[src/cpu_pkg.sv]
package cpu_pkg;

  // memory geometry
  localparam int addr_w = 10;
  localparam int data_w = 16;
  localparam int page_w = 6;  // 64 words per page
  localparam int page_count = 16;

  typedef logic [addr_w-page_w-1:0] pnum_t;
  typedef logic [addr_w-1:0] addr_t;
  typedef logic [data_w-1:0] word_t;

  // register file
  localparam int reg_count = 32;
  typedef logic [$clog2(reg_count)-1:0] reg_t;

  // write-back flow control
  localparam int wb_credits = 4;
  localparam int credit_w = $clog2(wb_credits + 1);  // holds 0..wb_credits

  // opcodes sit in the high byte of the first instruction word
  localparam logic [7:0] op_jmp = 8'd1;
  localparam logic [7:0] op_ram2reg = 8'd2;
  localparam logic [7:0] op_reg2ram = 8'd3;
  localparam logic [7:0] op_num2reg = 8'd4;
  localparam logic [7:0] op_reg_plus = 8'd5;
  localparam logic [7:0] op_reg_minus = 8'd6;
  localparam logic [7:0] op_exit = 8'd17;

  typedef enum logic [3:0] {
    st_idle,       // waiting for run
    st_fetch1,     // request word 1
    st_fetch2,     // request word 2
    st_decode,     // word 1 arrives
    st_execute,    // word 2 arrives
    st_mem_wait,   // load in flight
    st_writeback,  // waits here for a credit
    st_halted
  } core_state_t;

endpackage

[src/mem_port_if.sv]
`timescale 1ns/10ps

interface mem_port_if;

  logic               we;     // write strobe
  cpu_pkg::addr_t     waddr;  // physical write address
  cpu_pkg::word_t     wdata;
  logic               re;     // read strobe
  cpu_pkg::addr_t     raddr;  // physical read address
  cpu_pkg::word_t     rdata;  // registered read data

  modport ram (
    input  we,
    input  waddr,
    input  wdata,
    input  re,
    input  raddr,
    output rdata
  );

  modport ctrl (
    output we,
    output waddr,
    output wdata,
    output re,
    output raddr,
    input  rdata
  );

endinterface

[src/page_mmu.sv]
`timescale 1ns/10ps

module page_mmu (
  input  logic            clka,
  input  logic            rst,
  input  logic            run,
  input  logic            load_en,
  input  cpu_pkg::addr_t  load_addr,
  input  cpu_pkg::word_t  load_data,
  input  logic            page_en,
  input  cpu_pkg::pnum_t  page_logical,
  input  cpu_pkg::pnum_t  page_physical,
  input  logic            core_rd,
  input  logic            core_wr,
  input  cpu_pkg::addr_t  core_addr,
  input  cpu_pkg::word_t  core_wdata,
  output cpu_pkg::word_t  core_rdata,
  mem_port_if.ctrl        mem
);

  cpu_pkg::pnum_t page_table [cpu_pkg::page_count];
  cpu_pkg::addr_t phys_addr;

  // page number swapped, offset kept
  assign phys_addr = {page_table[core_addr[cpu_pkg::addr_w-1:cpu_pkg::page_w]],
                      core_addr[cpu_pkg::page_w-1:0]};

  // the page table is only written while the loader owns the bus
  always_ff @(posedge clka) begin
    if (!rst) begin
      for (int i = 0; i < cpu_pkg::page_count; i++) begin
        page_table[i] <= cpu_pkg::pnum_t'(i);  // identity map
      end
    end else if (page_en && !run) begin
      page_table[page_logical] <= page_physical;
    end
  end

  // strobes to the RAM
  always_ff @(posedge clka) begin
    if (!rst) begin
      mem.we <= 1'b0;
      mem.re <= 1'b0;
    end else if (run) begin
      mem.we <= core_wr;
      mem.re <= core_rd;
    end else begin
      mem.we <= load_en;  // loader writes pass straight through
      mem.re <= 1'b0;
    end
  end

  // addresses and write data
  always_ff @(posedge clka) begin
    if (run) begin
      mem.waddr <= phys_addr;
      mem.wdata <= core_wdata;
    end else begin
      mem.waddr <= load_addr;  // untranslated
      mem.wdata <= load_data;
    end
    mem.raddr <= phys_addr;
  end

  assign core_rdata = mem.rdata;

endmodule

[src/flat_wrapper.sv]
// flat-port wrapper written by rule: the top's interface ports become plain ports
module page_mmu_flat 
  (clka, rst, run, load_en, load_addr, load_data, page_en, page_logical, page_physical, core_rd, core_wr, core_addr, core_wdata, core_rdata, mem_we, mem_waddr, mem_wdata, mem_re, mem_raddr, mem_rdata);
  mem_port_if mem_i ();
  input  logic clka;
  input  logic rst;
  input  logic run;
  input  logic load_en;
  input  cpu_pkg::addr_t load_addr;
  input  cpu_pkg::word_t load_data;
  input  logic page_en;
  input  cpu_pkg::pnum_t page_logical;
  input  cpu_pkg::pnum_t page_physical;
  input  logic core_rd;
  input  logic core_wr;
  input  cpu_pkg::addr_t core_addr;
  input  cpu_pkg::word_t core_wdata;
  output cpu_pkg::word_t core_rdata;
  output wire logic [$bits(mem_i.we)-1:0] mem_we;
  output wire logic [$bits(mem_i.waddr)-1:0] mem_waddr;
  output wire logic [$bits(mem_i.wdata)-1:0] mem_wdata;
  output wire logic [$bits(mem_i.re)-1:0] mem_re;
  output wire logic [$bits(mem_i.raddr)-1:0] mem_raddr;
  input wire logic [$bits(mem_i.rdata)-1:0] mem_rdata;
  assign mem_we = mem_i.we;
  assign mem_waddr = mem_i.waddr;
  assign mem_wdata = mem_i.wdata;
  assign mem_re = mem_i.re;
  assign mem_raddr = mem_i.raddr;
  assign mem_i.rdata = mem_rdata;
  page_mmu u_core (.clka(clka), .rst(rst), .run(run), .load_en(load_en), .load_addr(load_addr), .load_data(load_data), .page_en(page_en), .page_logical(page_logical), .page_physical(page_physical), .core_rd(core_rd), .core_wr(core_wr), .core_addr(core_addr), .core_wdata(core_wdata), .core_rdata(core_rdata), .mem(mem_i));
endmodule
[config.mk]
export PLATFORM = sky130hd
export DESIGN_NAME = page_mmu_flat
export DESIGN_NICKNAME = d
export VERILOG_FILES = /design/src/cpu_pkg.sv /design/src/mem_port_if.sv /design/src/page_mmu.sv /design/src/flat_wrapper.sv
export SDC_FILE = /design/constraint.sdc
export NUM_CORES = 1
export LEC_CHECK = 0
export BUFFER_PORTS_ARGS = -buffer_cell sky130_fd_sc_hd__buf_2
export CORE_UTILIZATION = 40
export DETAILED_ROUTE_END_ITERATION = 12
export PLACE_DENSITY_LB_ADDON = 0.2
export SYNTH_ARGS = -nofsm -noshare
export SYNTH_HDL_FRONTEND = slang
export SYNTH_SLANG_ARGS = --single-unit
[constraint.sdc]
create_clock -name clka -period 1.8 [get_ports clka]
set_clock_uncertainty 0.1 [all_clocks]
set_input_delay 0.18 -clock clka [delete_from_list [all_inputs] [get_ports clka]]
set_output_delay 0.18 -clock clka [all_outputs]
set_load 0.03 [all_outputs]
* Word level (Yosys, flattened, before mapping)
Memory sizes are Yosys's and may differ from the RTL's.
Index checks and enable logic that the tools add are counted.
** Storage, ports and cells
- Bits in registers :: 38
- Bits in writable memories :: 64
- Input bits :: 83
- Output and inout bits :: 54
- Word-level logic and storage cells :: 20
- Memories kept :: 1
** Operators by class
- Multiplexer cells :: 10
- Reductions and logical operators :: 4
** Memory list
- u_core.page_table :: words 16, width 4, rd ports 1, clocked after Yosys merged registers in 0, write ports 16, RTL line page_mmu.sv:21 : cpu_pkg::pnum_t page_table [cpu_pkg::page_count];
** Operator list (count)
- $mux W16 :: 1
- $mux W10 :: 1
- $mux W4 :: 2
- $mux W1 :: 6
- $reduce_or A4 Y1 :: 1
- $reduce_and A2 Y1 :: 1
- $logic_and A1 B1 Y1 :: 1
- $logic_not A1 Y1 :: 1

* Logic depth before layout (Yosys ltp)
Gate-level depths: netlist of the first run.
- Depth in word-level cells :: 7
- Gate-level depth with buffers :: 6
- Depth with buffers taken out :: 4

* Least setup slack after synthesis of the first run
OpenSTA, ideal clock, no wires.
- Path kind :: input -> register
- Start :: input port run
- End :: memory u_core.page_table[1][0] (netlist name) (enable)
- Library setup time :: 361 ps
- Arrival time :: 1334 ps
- Data required time :: 1339 ps
- Path slack :: 5 ps
- Stages :: 4
- Buffers on the path :: 2
- Cell sequence :: buf_6 or4_4 buf_6 o21ai_0
** RTL lines
- start: declaration :: RTL line flat_wrapper.sv:7 : input logic run;
- end: declaration :: RTL line page_mmu.sv:21

* Final worst setup path of the first run
- Start :: memory u_core.page_table[12][1] (netlist name)
- End :: register u_core.mem.waddr[7]
** Between the ends
- Word-level cells in the longest chain between the ends :: 2
** RTL lines
- $mem_v2 Z16 W4
- $mux W10 :: RTL line page_mmu.sv:55 : if (run) begin
- end signal: assignment :: RTL line page_mmu.sv:56 : mem.waddr <= phys_addr;
- end signal: assignment :: RTL line page_mmu.sv:59 : mem.waddr <= load_addr;
- end: declaration :: RTL line mem_port_if.sv:23 : output waddr,
Every way passes these cells.
A chain may end at the register's enable or synchronous reset.

==> metrics.csv, run 1 <==
metric,value,unit
grt total ovfl,0,
Final Hold Fails,0,
Fin Hold WS,35.0,ps
Final nets,564,
worst endpoint required time,1950,ps
Clock Latency Late Sink,360,ps
Post-Place Cells,557,
Ports,137,
hold_buf cts,49,
Starting Density,41.7,%
status,"finished, final reports clean",
Iter 0 DRT Violations,83,
Die W,106,um
WL/cell,16.4,um
# Post-CTS Setup Buffers,0,
layout cells sized above 1,40.1,%
Worst Setup Start Kind,flip-flop,
routed via count,3027,
Final Wtd Congestion,0.729,
pwr dens,843,mW/mm^2
"Area growth, synth to finish",30.5,%
Mapped Cells,329,
largest net degree at the start of global routing,24,
max-capacitance violation count,0,
"Clk pin slew, worst setup/hold paths",100,ps
unrepaired setup endpoints after global routing,no,
fin cells,622,
part of the power in registers,55.5,%
die footprint,0.0113,mm^2
P_sw,1.30,mW
DRC violations left,0,
initial antenna violation count,0,
TritonCTS clock tree,built,
post-route core utilization,54.5,%
Clock Power Share,29.0,%
core box area,0.0105,mm^2
switching fraction of total power,27.1,%
gr usage total,18.8,%
#FFs+latches synth,102,
Setup CP Type,reg2reg,
worst vdd ir,430,uV
register area share after synthesis,61.4,%
Max H-tree Level,3,
clk sinks,102,
FP Rows,37,
Worst Tran Pin Value,422,ps
Setup TNS Final,0,ps
WL final,10.2,mm
FMAX,0.650,GHz
Tcrit/Tclk final,85.5,%
clock tree buffer depth,2,
Die Ht,106,um
Synth Cell Area,0.00437,mm^2
first-pass GRT wire length,16.0,mm
area of the multi-input gates,0.00141,mm^2
Comb pwr share,15.5,%
Final ANT Viol Nets,0,
LEAKAGE,2.27,nW
Final HPWL DP,6.83,mm
post-CTS sizing,0,
Max transition margin,71.9,%
I/O Buffers,104,
DR vias/cell,4.87,
First-pass DRT Iterations,4,
synth warn,0,
Crit. End Element,flip-flop,
internal power,3.50,mW
vias in the first global route,3223,
root buffer cell,clkbuf_8,
Synth cell types,35,
HP Class,in2reg,
ant diodes,0,
syn avg cell area,13.3,um^2
CP max FO,2,
Syn Nets,412,
CP arrival,1690,ps
CTS Buf Count,9,
Final Max Slew Viols,0,
register area,0.00268,mm^2
# fillers,920,
crit path time final,1540,ps
# setup viols final,0,
[power by group through the flow]
stage | registers (mW) | logic, mW | clock network, mW
final | 2.67 | 0.743 | 1.39
after global routing | 2.68 | 0.794 | 1.52
after CTS | 2.67 | 0.740 | 1.43
after detailed placement | 2.72 | 0.646 | 0
after global placement | 2.72 | 0.635 | 0
after floorplan | 2.85 | 0.324 | 0
[state kept, by name (all words and copies together) (netlist names)]
| register | count |
|---|---|
| u_core.page_table | 64 |
| u_core.mem.wdata | 16 |
| u_core.mem.raddr | 10 |
| u_core.mem.waddr | 10 |
| u_core.mem.re | 1 |
| u_core.mem.we | 1 |
[final timing paths]
path / from / end / slack [ps] / depth (start not counted)
min: page_physical[0] / u_core.page_table[7][0] / 30 / 2
max reg2reg: u_core.page_table[12][1] / u_core.mem.waddr[7] / 260 / 4
max: u_core.page_table[12][1] / u_core.mem.waddr[7] / 260 / 4
min reg2reg: u_core.page_table[15][1] / u_core.mem.raddr[7] / 620 / 3
[cell families (layout without fill, tap and decap cells)]
family | after synthesis | after routing | synth area share [%]
and+or+nand+nor | 109 | 109 | 13.9
DFF | 102 | 102 | 61.4
muxes | 47 | 47 | 14.7
buffers and inverters | 43 | 200 | 6.25
AOI/OAI and AO/OA | 28 | 28 | 3.73
[synthesized netlist by cell type, drive strengths merged]
cell type / number / area [um^2]
nand3: 1 / 5.00
nand2: 19 / 73.8
a31oi: 3 / 18.8
and3: 1 / 6.26
mux4: 11 / 248
or2: 3 / 18.8
or2b: 3 / 22.5
and2: 23 / 144
or3: 19 / 119
a21oi: 2 / 10.0
o21ai: 17 / 85.1
o221ai: 1 / 8.76
a211o: 3 / 26.3
nand2b: 6 / 37.5
edfxtp: 64 / 1920
or4: 1 / 11.3
clkbuf: 16 / 61.3
o21a: 1 / 7.51
o22ai: 1 / 6.26
nor2: 16 / 62.6
nor2b: 2 / 12.5
or4b: 1 / 13.8
mux2: 28 / 315
mux2i: 8 / 80.1
nor4: 4 / 25.0
or3b: 1 / 8.76
dfxtp: 38 / 761
buf: 25 / 204
inv: 2 / 7.51
nor3: 9 / 45.0
[critical path, cell delays in order (launching register included)]
cell	delay, ps
edfxtp_1	440
mux4_2	470
o22ai_1	200
o21a_1	160
a21oi_1	60
[per-stage QoR]
step	setup slack [ps]	cell area [um^2]	power (mW)
2_1_floorplan	4.66	4370	3.18
3_3_place_gp	69.5	5020	3.36
3_5_place_dp	33.3	5020	3.37
4_1_cts	258	5700	4.84
5_1_grt	191	5700	4.99
6_report	262	5700	4.81
[metal layers]
layer	GRT usage (%)	share of wire, %	vias to the layer above
met5	0	0	-
met4	7.14	1.5	0
met3	3.62	5.9	17
met2	32.1	47	119
met1	23.6	46	1416
li1	-	-	1475
[layout make-up]
type,instances,share of cell area [%]
timing repair buffer,182,21.8
clock inverter,7,1.12
multi-input combinational,184,24.8
sequential,102,47.1
inverter,2,0.132
tap,136,2.99
clock buffer,9,2.17
[cells in the final DEF, fill, tap and decap left out, drive strengths merged, types with 8 or more instances in the layout]
cell           n
mux2i          8
buf          133
dfxtp         38
nor2          16
clkbuf         9
o21ai         17
mux4          11
nand2         19
dlygate4sd3   49
and2          23
or3           19
mux2          28
edfxtp        64
nor3           9
Note: power is estimated with default switching activity, not from simulation.
==> run 2: changes to the inputs <==
Settings changed: PLACE_DENSITY set to 0.68, PLACE_DENSITY_LB_ADDON 0.2 to not set.
==> metrics.csv, run 2 (same netlist as run 1, synthesis figures left out) <==
metric,value,unit,change
gr usage total,19.2,%,was 18.8%
Max H-tree Level,3,,unchanged
pwr dens,855,mW/mm^2,was 843 mW/mm^2
part of the power in registers,55.0,%,was 55.5%
Setup TNS Final,0,ps,unchanged
Post-Place Cell Area,0.00499,mm^2,was 0.00502 mm^2
Clock Latency Late Sink,370,ps,was 360 ps
"commonest non-fill, non-tap cell in the layout",buf_2,,unchanged
unrepaired setup endpoints after global routing,no,,unchanged
status,"finished, final reports clean",,unchanged
FP Rows,37,,unchanged
# setup viols final,0,,unchanged
DRC violations left,0,,unchanged
Comb pwr share,15.1,%,was 15.5%
Final Max Slew Viols,0,,unchanged
"Largest stage delay, worst path",490,ps,was 470 ps
Max transition margin,59.1,%,was 71.9%
FMAX,0.647,GHz,was 0.650 GHz
layout cells sized above 1,39.7,%,was 40.1%
total power,4.86,mW,was 4.81 mW
Final Wtd Congestion,0.781,,was 0.729
biggest regs,"u_core.page_table: 64 flops, u_core.mem.wdata: 16 flops",,unchanged
CP max-delay cell,mux4_2,,unchanged
initial antenna violation count,0,,unchanged
Final nets,562,,was 564
CP max FO,2,,unchanged
HP Class,in2reg,,unchanged
Die Ht,106,um,unchanged
post-route core utilization,54.3,%,was 54.5%
Clock Power Share,29.8,%,was 29.0%
LEAKAGE,2.26,nW,was 2.27 nW
Die W,106,um,unchanged
Iter 0 DRT Violations,82,,was 83
first-pass GRT wire length,16.3,mm,was 16.0 mm
clk sinks,102,,unchanged
die footprint,0.0113,mm^2,unchanged
register with the most flip-flops,u_core.page_table,,unchanged
WL/cell,16.5,um,was 16.4 um
"commonest non-fill, non-tap cells in the layout","buf_2 (104), edfxtp_1 (64), dlygate4sd3_1 (50)",,"was buf_2 (104), edfxtp_1 (64), dlygate4sd3_1 (49)"
CP arrival,1700,ps,was 1690 ps
CTS Buf Count,9,,unchanged
Tcrit/Tclk final,85.9,%,was 85.5%
Ports,137,,unchanged
"Clk pin slew, worst setup/hold paths",100,ps,about the same
final instance area,0.00569,mm^2,was 0.00570 mm^2
Final ANT Viol Nets,0,,unchanged
Starting Density,41.7,%,unchanged
worst reg2reg path depth,4,,unchanged
WL final,10.2,mm,about the same
Final Hold Fails,0,,unchanged
DR vias/cell,5.00,,was 4.87
Final HPWL DP,6.90,mm,was 6.83 mm
crit path time final,1550,ps,was 1540 ps
Worst Setup Start Kind,flip-flop,,unchanged
internal power,3.61,mW,was 3.50 mW
Setup CP Type,reg2reg,,unchanged
setup ws final,254,ps,was 262 ps
clock tree buffer depth,2,,unchanged
grt total ovfl,0,,unchanged
worst vdd ir,582,uV,was 430 uV
ant diodes,0,,unchanged
crit-path cells,"mux4_2, o22ai_1, o21a_1, a21oi_1",,unchanged
TritonCTS clock tree,built,,unchanged
switching fraction of total power,25.7,%,was 27.1%
max FFs per register,64,,unchanged
Hold Path Cell Cnt,3,,was 2
DP Worst Slack,21.9,ps,was 33.3 ps
Worst Tran Pin Value,613,ps,was 422 ps
routed via count,3100,,was 3027
Crit. End Element,flip-flop,,unchanged
# fillers,902,,was 920
largest net degree at the start of global routing,33,,was 24
vias in the first global route,3356,,was 3223
root buffer cell,clkbuf_8,,unchanged
worst endpoint required time,1960,ps,was 1950 ps
max-capacitance violation count,0,,unchanged
core box area,0.0105,mm^2,unchanged
P_sw,1.25,mW,was 1.30 mW
I/O Buffers,104,,unchanged
"Area growth, synth to finish",30.2,%,was 30.5%
First-pass DRT Iterations,4,,unchanged
run 2: power by group through the flow:
| stage | Combinational (mW) | Sequential (mW) | Clock (mW) |
|---|---|---|---|
| 4_1_cts | 0.732 | 2.68 | 1.47 |
| 5_1_grt | 0.789 | 2.69 | 1.56 |
| 2_1_floorplan | 0.324 | 2.85 | 0 |
| 3_5_place_dp | 0.636 | 2.73 | 0 |
| 3_3_place_gp | 0.626 | 2.73 | 0 |
| 6_report | 0.735 | 2.68 | 1.45 |
run 2: critical path, delay by kind of cell, from the launching register on:
kind / cells / cell delay [ps]
multiplexers: 1 / 490
AO/OA/AOI/OAI: 3 / 410
flip-flops: 1 / 430
run 2: path summary, 6_finish.rpt:
path / startpoint / endpoint / slack (ps)
hold reg to reg: u_core.page_table[11][1] / u_core.mem.raddr[7] / 630
setup / recovery: u_core.page_table[12][1] / u_core.mem.waddr[7] / 250
setup reg to reg: u_core.page_table[12][1] / u_core.mem.waddr[7] / 250
hold / removal: load_en / u_core.mem.we / 7
run 2: what timing repair did:
action                    in CTS  in global routing
hold endpoints to repair      34                  0
gates resized for setup        0                  0
hold buffers                  50                  0
buffers inserted               0                  0
run 2: area by class of cell:
cell class | instances | area (um^2) | area share [%]
clock buffer | 9 | 124 | 2.18
multi-input combinational | 184 | 1410 | 24.8
timing repair buffer | 180 | 1220 | 21.4
tap | 136 | 170 | 2.99
sequential | 102 | 2680 | 47.2
clock inverter | 7 | 73.8 | 1.30
inverter | 2 | 7.51 | 0.132
run 2: per-layer routing:
metal	vias up	GRT usage (%)	share of wire, %
met5	-	0	0
met4	0	6.95	2.0
met3	18	4.78	6.9
met2	139	32.8	48
met1	1475	23.5	43
li1	1468	-	-
run 2: through the flow:
stage / cells / hold WS, ps
final: 620 / 7.35
after global routing: 620 / 35.6
after CTS: 620 / 4.29
after detailed placement: 554 / 201
after global placement: 554 / 193
after floorplan: 329 / 108
